$ cat src/hw/adpcma_params.svh
// ADPCM-A address engine constants
`ifndef ADPCMA_PARAMS_SVH
`define ADPCMA_PARAMS_SVH

// One time slot per channel
`define ADPCMA_SLOTS    6
`define ADPCMA_CEN_DIV  4   // clk cycles per sample enable, short for simulation

// Nibble address is a page plus a nibble offset within the page
`define ADPCMA_PAGE_W   12
`define ADPCMA_OFS_W    9
`define ADPCMA_ADDR_W   21

`define ADPCMA_BANK_W   4
`define ADPCMA_ROM_W    24  // Bank on top of the byte address

`endif

$ cat src/hw/adpcma_pkg.sv
// ADPCM-A shared types
`include "adpcma_params.svh"

package adpcma_pkg;

    typedef logic [`ADPCMA_SLOTS-1:0]  slot_mask_t;  // One bit per channel
    typedef logic [2:0]                slot_idx_t;
    typedef logic [`ADPCMA_PAGE_W-1:0] page_t;
    typedef logic [`ADPCMA_BANK_W-1:0] bank_t;
    typedef logic [`ADPCMA_ADDR_W-1:0] nib_addr_t;
    typedef logic [`ADPCMA_ROM_W-1:0]  rom_addr_t;   // {bank, nibble address 20:1}

    // Channel number of a one-hot slot mask
    function automatic slot_idx_t slot_enc(slot_mask_t m);
        slot_idx_t idx;
        idx = '0;
        for (int i = 0; i < `ADPCMA_SLOTS; i++) begin
            if (m[i])
                idx = slot_idx_t'(i);
        end
        return idx;
    endfunction

    // Channel number to one-hot, out of range gives zero
    function automatic slot_mask_t slot_dec(slot_idx_t idx);
        return slot_mask_t'(1) << idx;
    endfunction

endpackage

$ cat src/hw/adpcma_rd_if.sv
// Pipeline read request
`timescale 1ns/1ps
`include "adpcma_params.svh"

interface adpcma_rd_if;
    import adpcma_pkg::*;

    logic [`ADPCMA_ADDR_W-2:0] addr;     // Byte address within the bank
    bank_t                     bank;
    logic                      sel;      // Low nibble when set
    logic                      rd;
    logic                      restart;  // Section begins anew
    slot_idx_t                 ch;

    // Counter side
    modport source (
        output addr, bank, sel, rd, restart, ch
    );

    // Fetch side only listens
    modport sink (
        input addr, bank, sel, rd, restart, ch
    );

endinterface

$ cat src/hw/adpcma_slot_seq.sv
// Sample enable and slot rotation
`timescale 1ns/1ps
`include "adpcma_params.svh"

module adpcma_slot_seq (
    input  logic                   clk,
    input  logic                   rst_n,
    output logic                   cen,
    output adpcma_pkg::slot_mask_t cur_ch,
    output adpcma_pkg::slot_mask_t en_ch
);
    import adpcma_pkg::*;

    localparam int DIV_W = $clog2(`ADPCMA_CEN_DIV);
    localparam logic [DIV_W-1:0] DIV_LAST = DIV_W'(`ADPCMA_CEN_DIV - 1);
    localparam slot_mask_t FIRST_SLOT = slot_mask_t'(1);

    logic [DIV_W-1:0] div_cnt;

    always_ff @(posedge clk or negedge rst_n) begin
        if (!rst_n) begin
            div_cnt <= '0;
            cen     <= 1'b0;
            cur_ch  <= FIRST_SLOT;
        end else begin
            div_cnt <= (div_cnt == DIV_LAST) ? '0 : div_cnt + 1'b1;
            cen     <= (div_cnt == DIV_LAST);   // One clk wide
            if (cen)
                cur_ch <= {cur_ch[`ADPCMA_SLOTS-2:0], cur_ch[`ADPCMA_SLOTS-1]};
        end
    end

    // Slot two positions ahead, sits in pipeline stage 5
    assign en_ch = {cur_ch[`ADPCMA_SLOTS-3:0], cur_ch[`ADPCMA_SLOTS-1:`ADPCMA_SLOTS-2]};

    a_cur_onehot: assert property (
        @(posedge clk) disable iff (!rst_n) $onehot(cur_ch)
    ) else $error("cur_ch lost its one-hot position");

endmodule

$ cat src/hw/adpcma_regs.sv
// CPU register port
`timescale 1ns/1ps
`include "adpcma_params.svh"

module adpcma_regs (
    input  logic                   clk,
    input  logic                   rst_n,
    input  logic                   cen,
    input  adpcma_pkg::slot_mask_t cur_ch,
    input  logic                   cpu_we,
    input  logic [7:0]             cpu_addr,
    input  logic [7:0]             cpu_din,
    output logic [15:0]            addr_in,
    output adpcma_pkg::slot_idx_t  addr_ch,
    output logic                   up_start,
    output logic                   up_end,
    output logic                   aon,
    output logic                   aoff,
    output adpcma_pkg::slot_mask_t clr_flags
);
    import adpcma_pkg::*;

    logic [7:0]  lo_start  [`ADPCMA_SLOTS];
    logic [7:0]  lo_end    [`ADPCMA_SLOTS];
    logic [15:0] val_start [`ADPCMA_SLOTS];
    logic [15:0] val_end   [`ADPCMA_SLOTS];

    slot_mask_t pend_start, pend_end, pend_on, pend_off;
    slot_mask_t take_start, take_end, take_on, take_off;
    slot_mask_t nxt_ch, wr_mask, key_mask;
    slot_idx_t  nxt_idx, wr_ch;
    logic       ch_ok, wr_start, wr_end, wr_hi, wr_key, wr_clr;

    assign wr_ch    = slot_idx_t'(cpu_addr[2:0]);
    assign ch_ok    = (wr_ch < `ADPCMA_SLOTS);
    assign wr_hi    = cpu_addr[3];
    assign wr_start = cpu_we && ch_ok && (cpu_addr[7:4] == 4'h1);
    assign wr_end   = cpu_we && ch_ok && (cpu_addr[7:4] == 4'h2);
    assign wr_key   = cpu_we && (cpu_addr == 8'h00);
    assign wr_clr   = cpu_we && (cpu_addr == 8'h30);
    assign wr_mask  = wr_hi ? slot_dec(wr_ch) : '0;
    assign key_mask = wr_key ? cpu_din[`ADPCMA_SLOTS-1:0] : '0;

    // Slot that reaches the pipeline input on the next enable
    assign nxt_ch  = {cur_ch[`ADPCMA_SLOTS-2:0], cur_ch[`ADPCMA_SLOTS-1]};
    assign nxt_idx = slot_enc(nxt_ch);

    // Start goes first, end waits one frame if both pending
    assign take_start = cen ? (nxt_ch & pend_start) : '0;
    assign take_end   = (cen && !(|take_start)) ? (nxt_ch & pend_end) : '0;
    assign take_on    = cen ? (nxt_ch & pend_on) : '0;
    assign take_off   = cen ? (nxt_ch & pend_off) : '0;

    always_ff @(posedge clk) begin
        if (wr_start && !wr_hi)
            lo_start[wr_ch] <= cpu_din;
        if (wr_start && wr_hi)
            val_start[wr_ch] <= {cpu_din, lo_start[wr_ch]};
        if (wr_end && !wr_hi)
            lo_end[wr_ch] <= cpu_din;
        if (wr_end && wr_hi)
            val_end[wr_ch] <= {cpu_din, lo_end[wr_ch]};
        if (|take_start || |take_end) begin
            addr_in <= (|take_start) ? val_start[nxt_idx] : val_end[nxt_idx];
            addr_ch <= nxt_idx;
        end
    end

    always_ff @(posedge clk or negedge rst_n) begin
        if (!rst_n) begin
            pend_start <= '0;
            pend_end   <= '0;
            pend_on    <= '0;
            pend_off   <= '0;
            up_start   <= 1'b0;
            up_end     <= 1'b0;
            aon        <= 1'b0;
            aoff       <= 1'b0;
            clr_flags  <= '0;
        end else begin
            pend_start <= (pend_start & ~take_start) | (wr_start ? wr_mask : '0);
            pend_end   <= (pend_end & ~take_end) | (wr_end ? wr_mask : '0);
            // Latest key command on a channel wins
            pend_on  <= (pend_on & ~take_on & ~(cpu_din[7] ? key_mask : '0))
                        | (cpu_din[7] ? '0 : key_mask);
            pend_off <= (pend_off & ~take_off & ~(cpu_din[7] ? '0 : key_mask))
                        | (cpu_din[7] ? key_mask : '0);
            if (cen) begin
                up_start <= |take_start;
                up_end   <= |take_end;
                aon      <= |take_on;
                aoff     <= |take_off;
            end
            clr_flags <= wr_clr ? cpu_din[`ADPCMA_SLOTS-1:0] : '0;
        end
    end

    a_key_excl: assert property (
        @(posedge clk) disable iff (!rst_n) !(aon && aoff)
    ) else $error("key-on and key-off issued in the same slot");

endmodule

$ cat src/hw/adpcma_addr_cnt.sv
// Multiplexed sample address counter
`timescale 1ns/1ps
`include "adpcma_params.svh"

module adpcma_addr_cnt (
    input  logic                   clk,
    input  logic                   rst_n,
    input  logic                   cen,
    input  adpcma_pkg::slot_mask_t cur_ch,
    input  adpcma_pkg::slot_mask_t en_ch,
    input  logic [15:0]            addr_in,
    input  adpcma_pkg::slot_idx_t  addr_ch,
    input  logic                   up_start,
    input  logic                   up_end,
    input  logic                   aon,
    input  logic                   aoff,
    input  adpcma_pkg::slot_mask_t clr_flags,
    adpcma_rd_if.source            rd_src,
    output adpcma_pkg::slot_mask_t flags
);
    import adpcma_pkg::*;

    localparam int AW = `ADPCMA_ADDR_W;
    localparam int OW = `ADPCMA_OFS_W;

    // Per-channel state carried around the ring
    typedef struct packed {
        nib_addr_t addr;
        page_t     start_pg;
        page_t     end_pg;
        bank_t     bank;
        logic      on;
        logic      done;
        logic      clr;    // Restart pending for this pass
        logic      skip;   // Hold the address once after a restart
    } entry_t;

    localparam entry_t ENTRY_RST = '{
        addr: '0, start_pg: '0, end_pg: '0, bank: '0,
        on: 1'b0, done: 1'b1, clr: 1'b0, skip: 1'b0
    };

    entry_t     st [1:`ADPCMA_SLOTS];
    entry_t     in1, in2, in5;
    logic       up1, load6, sum5, sum6, rd1;
    slot_idx_t  ch6, ch1;
    slot_mask_t done_frame, last_done, rise;

    assign up1   = (cur_ch == slot_dec(addr_ch));   // CPU update targets stage 1
    assign load6 = st[6].clr && st[6].on;
    assign sum5  = st[5].on && !st[5].done;

    always_comb begin
        // Stage 1 to 2 takes key commands and address updates
        in2 = st[1];
        in2.on  = aoff ? 1'b0 : (aon | (st[1].on & ~st[1].done));
        in2.clr = aon | aoff | st[1].done;
        if (up_start && up1) begin
            in2.start_pg = page_t'(addr_in);
            in2.bank     = addr_in[15:12];
        end
        if (up_end && up1)
            in2.end_pg = page_t'(addr_in);

        // End compare in stage 4, ignored while a restart is in flight
        in5 = st[4];
        in5.done = (st[4].addr[AW-1:OW] == st[4].end_pg) && (&st[4].addr[OW-1:0])
                   && !(st[4].clr && st[4].on);

        // Stage 6 back to 1 either loads the start or steps one nibble
        in1 = st[6];
        if (load6)
            in1.addr = {st[6].start_pg, {OW{1'b0}}};
        else if (sum6 && !st[6].skip)
            in1.addr = st[6].addr + 1'b1;
        in1.skip = load6 ? 1'b1 : (sum6 ? 1'b0 : st[6].skip);
    end

    always_ff @(posedge clk or negedge rst_n) begin
        if (!rst_n) begin
            for (int k = 1; k <= `ADPCMA_SLOTS; k++)
                st[k] <= ENTRY_RST;
            sum6 <= 1'b0;
            rd1  <= 1'b0;
            ch6  <= 3'd1;   // Stage 6 trails stage 1 by five slots
            ch1  <= 3'd0;
        end else if (cen) begin
            st[1] <= in1;
            st[2] <= in2;
            st[3] <= st[2];
            st[4] <= st[3];
            st[5] <= in5;
            st[6] <= st[5];
            sum6  <= sum5;
            rd1   <= sum6;
            ch6   <= slot_enc(en_ch);   // en_ch names the stage 5 slot
            ch1   <= ch6;
        end
    end

    assign rd_src.addr    = st[1].addr[AW-1:1];
    assign rd_src.sel     = st[1].addr[0];
    assign rd_src.bank    = st[1].bank;
    assign rd_src.rd      = rd1;
    assign rd_src.restart = st[1].clr;
    assign rd_src.ch      = ch1;

    // Done bits sampled per frame, flags set on a rising done
    always_ff @(posedge clk or negedge rst_n) begin
        if (!rst_n) begin
            done_frame <= '1;
            last_done  <= '1;
            rise       <= '0;
            flags      <= '0;
        end else begin
            if (cen)
                done_frame[ch1] <= st[1].done;
            if (cen && cur_ch[0])
                last_done <= done_frame;
            rise  <= (cen && cur_ch[0]) ? (done_frame & ~last_done) : '0;
            flags <= (flags | rise) & ~clr_flags;
        end
    end

    // A channel that finished last pass reads again only after a key-on
    a_no_rd_done: assert property (
        @(posedge clk) disable iff (!rst_n)
        cen && sum6 && !load6 |-> !done_frame[ch6]
    ) else $error("read issued for finished channel %0d", ch6);

endmodule

$ cat src/hw/adpcma_fetch.sv
// ROM read and nibble select
`timescale 1ns/1ps

module adpcma_fetch (
    input  logic                  clk,
    input  logic                  rst_n,
    input  logic                  cen,
    adpcma_rd_if.sink             rd_snk,
    input  logic [7:0]            rom_data,
    output adpcma_pkg::rom_addr_t rom_addr,
    output logic                  rom_oe_n,
    output logic                  smp_valid,
    output adpcma_pkg::slot_idx_t smp_ch,
    output logic [3:0]            smp_nib,
    output logic                  smp_restart
);
    import adpcma_pkg::*;

    // Read in flight, answered by the next enable
    logic      pend_rd;
    logic      pend_sel;
    logic      pend_restart;
    slot_idx_t pend_ch;

    always_ff @(posedge clk or negedge rst_n) begin
        if (!rst_n) begin
            rom_addr    <= '0;
            rom_oe_n    <= 1'b1;
            pend_rd     <= 1'b0;
            smp_valid   <= 1'b0;
            smp_restart <= 1'b0;
        end else begin
            smp_valid <= cen && pend_rd;   // One clk per sample
            if (cen) begin
                rom_oe_n <= !rd_snk.rd;
                pend_rd  <= rd_snk.rd;
                if (rd_snk.rd)
                    rom_addr <= {rd_snk.bank, rd_snk.addr};
                if (pend_rd)
                    smp_restart <= pend_restart;
            end
        end
    end

    always_ff @(posedge clk) begin
        if (cen) begin
            pend_ch      <= rd_snk.ch;
            pend_sel     <= rd_snk.sel;
            pend_restart <= rd_snk.restart;
            if (pend_rd) begin
                smp_ch  <= pend_ch;
                smp_nib <= pend_sel ? rom_data[3:0] : rom_data[7:4];  // Even nibble is high
            end
        end
    end

endmodule

$ cat src/hw/adpcma_top.sv
// ADPCM-A sample address engine
`timescale 1ns/1ps

module adpcma_top (
    input  logic        clk,
    input  logic        rst_n,
    input  logic        cpu_we,
    input  logic [7:0]  cpu_addr,
    input  logic [7:0]  cpu_din,
    output logic [23:0] rom_addr,
    output logic        rom_oe_n,
    input  logic [7:0]  rom_data,
    output logic        smp_valid,
    output logic [2:0]  smp_ch,
    output logic [3:0]  smp_nib,
    output logic        smp_restart,
    output logic [5:0]  flags
);
    import adpcma_pkg::*;

    logic        cen;
    slot_mask_t  cur_ch, en_ch, clr_flags;
    logic [15:0] addr_in;
    slot_idx_t   addr_ch;
    logic        up_start, up_end, aon, aoff;

    adpcma_rd_if rd_bus ();

    adpcma_slot_seq i_slot_seq (
        .clk    (clk),
        .rst_n  (rst_n),
        .cen    (cen),
        .cur_ch (cur_ch),
        .en_ch  (en_ch)
    );

    adpcma_regs i_regs (
        .clk       (clk),
        .rst_n     (rst_n),
        .cen       (cen),
        .cur_ch    (cur_ch),
        .cpu_we    (cpu_we),
        .cpu_addr  (cpu_addr),
        .cpu_din   (cpu_din),
        .addr_in   (addr_in),
        .addr_ch   (addr_ch),
        .up_start  (up_start),
        .up_end    (up_end),
        .aon       (aon),
        .aoff      (aoff),
        .clr_flags (clr_flags)
    );

    adpcma_addr_cnt i_addr_cnt (
        .clk       (clk),
        .rst_n     (rst_n),
        .cen       (cen),
        .cur_ch    (cur_ch),
        .en_ch     (en_ch),
        .addr_in   (addr_in),
        .addr_ch   (addr_ch),
        .up_start  (up_start),
        .up_end    (up_end),
        .aon       (aon),
        .aoff      (aoff),
        .clr_flags (clr_flags),
        .rd_src    (rd_bus),
        .flags     (flags)
    );

    adpcma_fetch i_fetch (
        .clk         (clk),
        .rst_n       (rst_n),
        .cen         (cen),
        .rd_snk      (rd_bus),
        .rom_data    (rom_data),
        .rom_addr    (rom_addr),
        .rom_oe_n    (rom_oe_n),
        .smp_valid   (smp_valid),
        .smp_ch      (smp_ch),
        .smp_nib     (smp_nib),
        .smp_restart (smp_restart)
    );

endmodule

$ cat config.mk
export PLATFORM = sky130hd
export DESIGN_NAME = adpcma_top
export DESIGN_NICKNAME = d
export VERILOG_FILES = /design/src/hw/adpcma_pkg.sv /design/src/hw/adpcma_rd_if.sv /design/src/hw/adpcma_slot_seq.sv /design/src/hw/adpcma_regs.sv /design/src/hw/adpcma_addr_cnt.sv /design/src/hw/adpcma_fetch.sv /design/src/hw/adpcma_top.sv
export VERILOG_INCLUDE_DIRS = /design/src /design/src/hw
export SDC_FILE = /design/constraint.sdc
export NUM_CORES = 1
export LEC_CHECK = 0
export BUFFER_PORTS_ARGS = -buffer_cell sky130_fd_sc_hd__buf_2
export CAP_MARGIN = 20
export CORE_UTILIZATION = 58
export CTS_BUF_LIST = sky130_fd_sc_hd__clkbuf_16
export CTS_CLUSTER_SIZE = 24
export DETAILED_ROUTE_END_ITERATION = 16
export PLACE_DENSITY = 0.75
export SETUP_SLACK_MARGIN = 0.5
export SYNTH_ARGS = -nofsm -noshare
export SYNTH_HDL_FRONTEND = slang
export SYNTH_SLANG_ARGS = --single-unit
$ cat constraint.sdc
create_clock -name clk -period 5.9 [get_ports clk]
set_input_delay 0.59 -clock clk [delete_from_list [all_inputs] [get_ports clk]]
set_output_delay 0.59 -clock clk [all_outputs]
set_load 0.02 [all_outputs]
==> results.cfg <==
[final_layout]
final_common_cell = dfrtp_1
n_antenna_cell = 0
mostFrequentLayoutCells = dfrtp_1, edfxtp_1, mux2_2
drive_above_1_share_pct = 29.3
layout.cell_area.non_filler_sq_um = 32400
final_cell_count_no_fill = 2642
fin_nets = 1953
syn2layout_area_growth_pct = 12.1

[sta]
tightest_slew_ns = 1.17
maxClockFrequency_mhz = 303
drv_slew = 0
tns_ns = 0
skew_ns = 0.0276
rsz0062_at_grt = no
setup_viol = 0
finalCriticalPeriod_ns = 3.30
relSlewSlack_pct = 21.7
hold_violations = 0
post-route-period-util_pct = 56.0

[critical_path]
cp.required_ns = 6.31
crit_path_max_fanout = 29
startpoint_type = register
cp-end-kind = register
crit_start = i_slot_seq.cur_ch[1]$_DFFE_PN0P_
r2r_slack_ns = 2.60
r2r_end = i_regs.addr_in[3]$_DFFE_PP_
reg2reg_depth = 6
cp_data_arrival_time_ns = 3.72
regToRegStartpoint = i_slot_seq.cur_ch[1]$_DFFE_PN0P_
worstSetupEndpoint = i_regs.addr_in[3]$_DFFE_PP_
critPathKind = reg -> reg

[synth]
synth_edf_count = 319
ys_types = 64
synth_area_per_cell_sq_um = 15.6
synthCells = 1852
ys_seq_elements = 737
ys_seq_area_share_pct = 69.3
synthesis.area_sq_um = 28900
synthArstFlopShare_pct = 56.7
synth-main-ff-cell = dfrtp_1
yosysWarningCount = 0
syn_nets = 1881

[place]
place_area_sq_um = 29900
dpl.hpwl_um = 34100
dp_cells = 2510
portBuffers = 66
gp_congestion = 0.812

[outcome]
status = completed

[run]
drv_cap = 0

[cts]
clock_sinks = 737
cts_tree = done
cts_buffer_depth = 3
ctsHtreeMaxLevel = 3
numCtsBuffers = 74
clk_latency_ns = 0.61
clkTransAtPathRegs_ns = 0.06
root_buffer = clkbuf_16

[floorplan]
rows = 81
die_w_um = 225
core_sq_um = 49100
die_area_sq_um = 50800
die_h_um = 225
num_io_pins = 67
initial_core_util_pct = 59.0

[pwr]
power_density_nw_per_um2 = 317
power_leakage_nw = 13.9
peakVddDrop_mv = 0.306

[route]
wl_um = 56100
drtAntennaViolNets = 0
drcViolationCount = 0
vias = 15607
dr.pass1.iters = 6
wl_per_cell_um = 21.2
initialDrtViolationCount = 1427
via_per_inst = 5.91

[global_routing]
grt_first_pass_wirelength_um = 90000
grt_pass1_vias = 16200
overflow = 0
antenna_found_initial = 0
grt_max_degree = 146
groute.usage.overall_pct = 23.1

[worst_hold_path]
min_path_type = in -> reg
min_path_cells = 2
-- registers in the layout, summed over array words and instances (netlist names), 16 cells and up --
| register | count |
|---|---|
| i_addr_cnt.st | 204 |
| i_regs.val_start | 96 |
| i_regs.lo_start | 48 |
| i_regs.lo_end | 48 |
| i_regs.addr_in | 16 |
| i_addr_cnt.in1 | 31 |
| i_addr_cnt.in5 | 52 |
| i_regs.val_end | 96 |
| i_fetch.rom_addr | 24 |
| i_addr_cnt.rd_src.addr | 20 |
-- cell type report --
| cell class | count | area (sq um) |
|---|---|---|
| clock buffer | 78 | 1950 |
| tap | 664 | 831 |
| timing repair buffer | 93 | 611 |
| inverter | 56 | 215 |
| clock inverter | 52 | 522 |
| sequential | 737 | 20100 |
| multi-input combinational | 962 | 8240 |
| fill | 3446 | 16600 |
-- synthesized netlist by cell type, types with 3 or more instances --
master | number | area (sq um)
xor2_1 | 19 | 166
nand3_1 | 29 | 145
buf_1 | 6 | 22.5
or3b_2 | 3 | 26.3
nand2_1 | 63 | 236
clkbuf_1 | 66 | 248
nand4b_1 | 5 | 43.8
nor4_1 | 4 | 25.0
dfstp_2 | 18 | 473
nand4_1 | 11 | 68.8
mux2_1 | 10 | 113
o221ai_1 | 7 | 61.3
mux2i_1 | 81 | 811
mux4_2 | 33 | 743
dfrtp_1 | 400 | 10000
o21ai_0 | 63 | 315
o21ai_1 | 16 | 80.1
a21oi_1 | 54 | 270
xnor2_1 | 8 | 70.1
edfxtp_1 | 319 | 9580
a211o_1 | 3 | 26.3
mux2_4 | 4 | 60.1
a31oi_1 | 28 | 175
nor3_1 | 7 | 35.0
a21o_1 | 6 | 45.0
and2_1 | 8 | 50.1
inv_1 | 54 | 203
buf_4 | 6 | 45.0
or3_1 | 3 | 18.8
mux2_2 | 308 | 3470
buf_6 | 3 | 33.8
buf_2 | 16 | 80.1
o2bb2ai_1 | 12 | 105
nand3b_1 | 5 | 37.5
nor3b_1 | 8 | 60.1
and3_1 | 5 | 31.3
nor2_1 | 100 | 375
a22oi_1 | 11 | 82.6
a222oi_1 | 15 | 150
-- layer usage --
metal / track usage (%) / vias to the layer above / wire length, um
li1: - / 7031 / -
met2: 38.3 / 383 / 28000
met3: 4.54 / 88 / 2890
met4: 6.89 / 0 / 1340
met1: 31.2 / 8105 / 23800
met5: 0 / - / 0
-- power breakdown --
part / internal (mW) / switching (mW) / total [mW]
Clock: 2.86 / 1.89 / 4.75
Sequential: 5.37 / 0.00369 / 5.37
Combinational: 0.0353 / 0.131 / 0.166
-- how the worst min path moves through the flow --
stage / from / to / slack [ns]
2_1_floorplan: rst_n / i_addr_cnt.ch6[1]$_DFFE_PN0P_ / 0.29
3_3_place_gp: i_regs.clr_flags[0]$_DFF_PN0_ / i_addr_cnt.flags[0]$_DFF_PN0_ / 0.38
3_5_place_dp: i_regs.clr_flags[4]$_DFF_PN0_ / i_addr_cnt.flags[4]$_DFF_PN0_ / 0.38
4_1_cts: rom_data[4] / i_fetch.smp_nib[0]$_DFFE_PP_ / 0.28
5_1_grt: rom_data[4] / i_fetch.smp_nib[0]$_DFFE_PP_ / 0.28
6_report: rom_data[4] / i_fetch.smp_nib[0]$_DFFE_PP_ / 0.30
-- cells by family (layout without fill, tap and decap cells) --
| logic type | Yosys count | after routing | share of synthesized area (%) |
|---|---|---|---|
| mux | 436 | 436 | 18.0 |
| fa+ha+maj | 2 | 2 | 0.0865 |
| compound gates | 234 | 234 | 5.21 |
| simple gates | 263 | 263 | 4.36 |
| xor+xnor | 27 | 27 | 0.817 |
| buf+inv | 153 | 279 | 2.23 |
| flops | 737 | 737 | 69.3 |
-- what timing repair did --
action / CTS / global route
resized for setup: 0 / 0
endpoints found under the hold margin: 60 / 0
buffers inserted: 0 / 0
hold buffers: 1 / 0
-- critical path: stages (launching register included) --
cell and delay, ns:
dfrtp_1 0.60, nor2_4 0.65, buf_4 0.56, mux2i_1 0.25, mux2_4 0.31, mux4_2 0.46
mux2i_1 0.24
-- through the flow --
| stage | utilization, % | worst slack (ns) | power (mW) | hold WS [ns] |
|---|---|---|---|---|
| 3_5_place_dp | 61.0 | 2.66 | 5.64 | 0.382 |
| 5_1_grt | 66.1 | 2.50 | 10.6 | 0.276 |
| 6_report | 66.1 | 2.60 | 10.3 | 0.299 |
| 2_1_floorplan | - | 3.13 | 5.52 | 0.294 |
| 3_3_place_gp | 61.0 | 2.51 | 5.63 | 0.382 |
| 4_1_cts | 66.1 | 2.60 | 10.4 | 0.276 |
(Power assumes the default switching activity.)
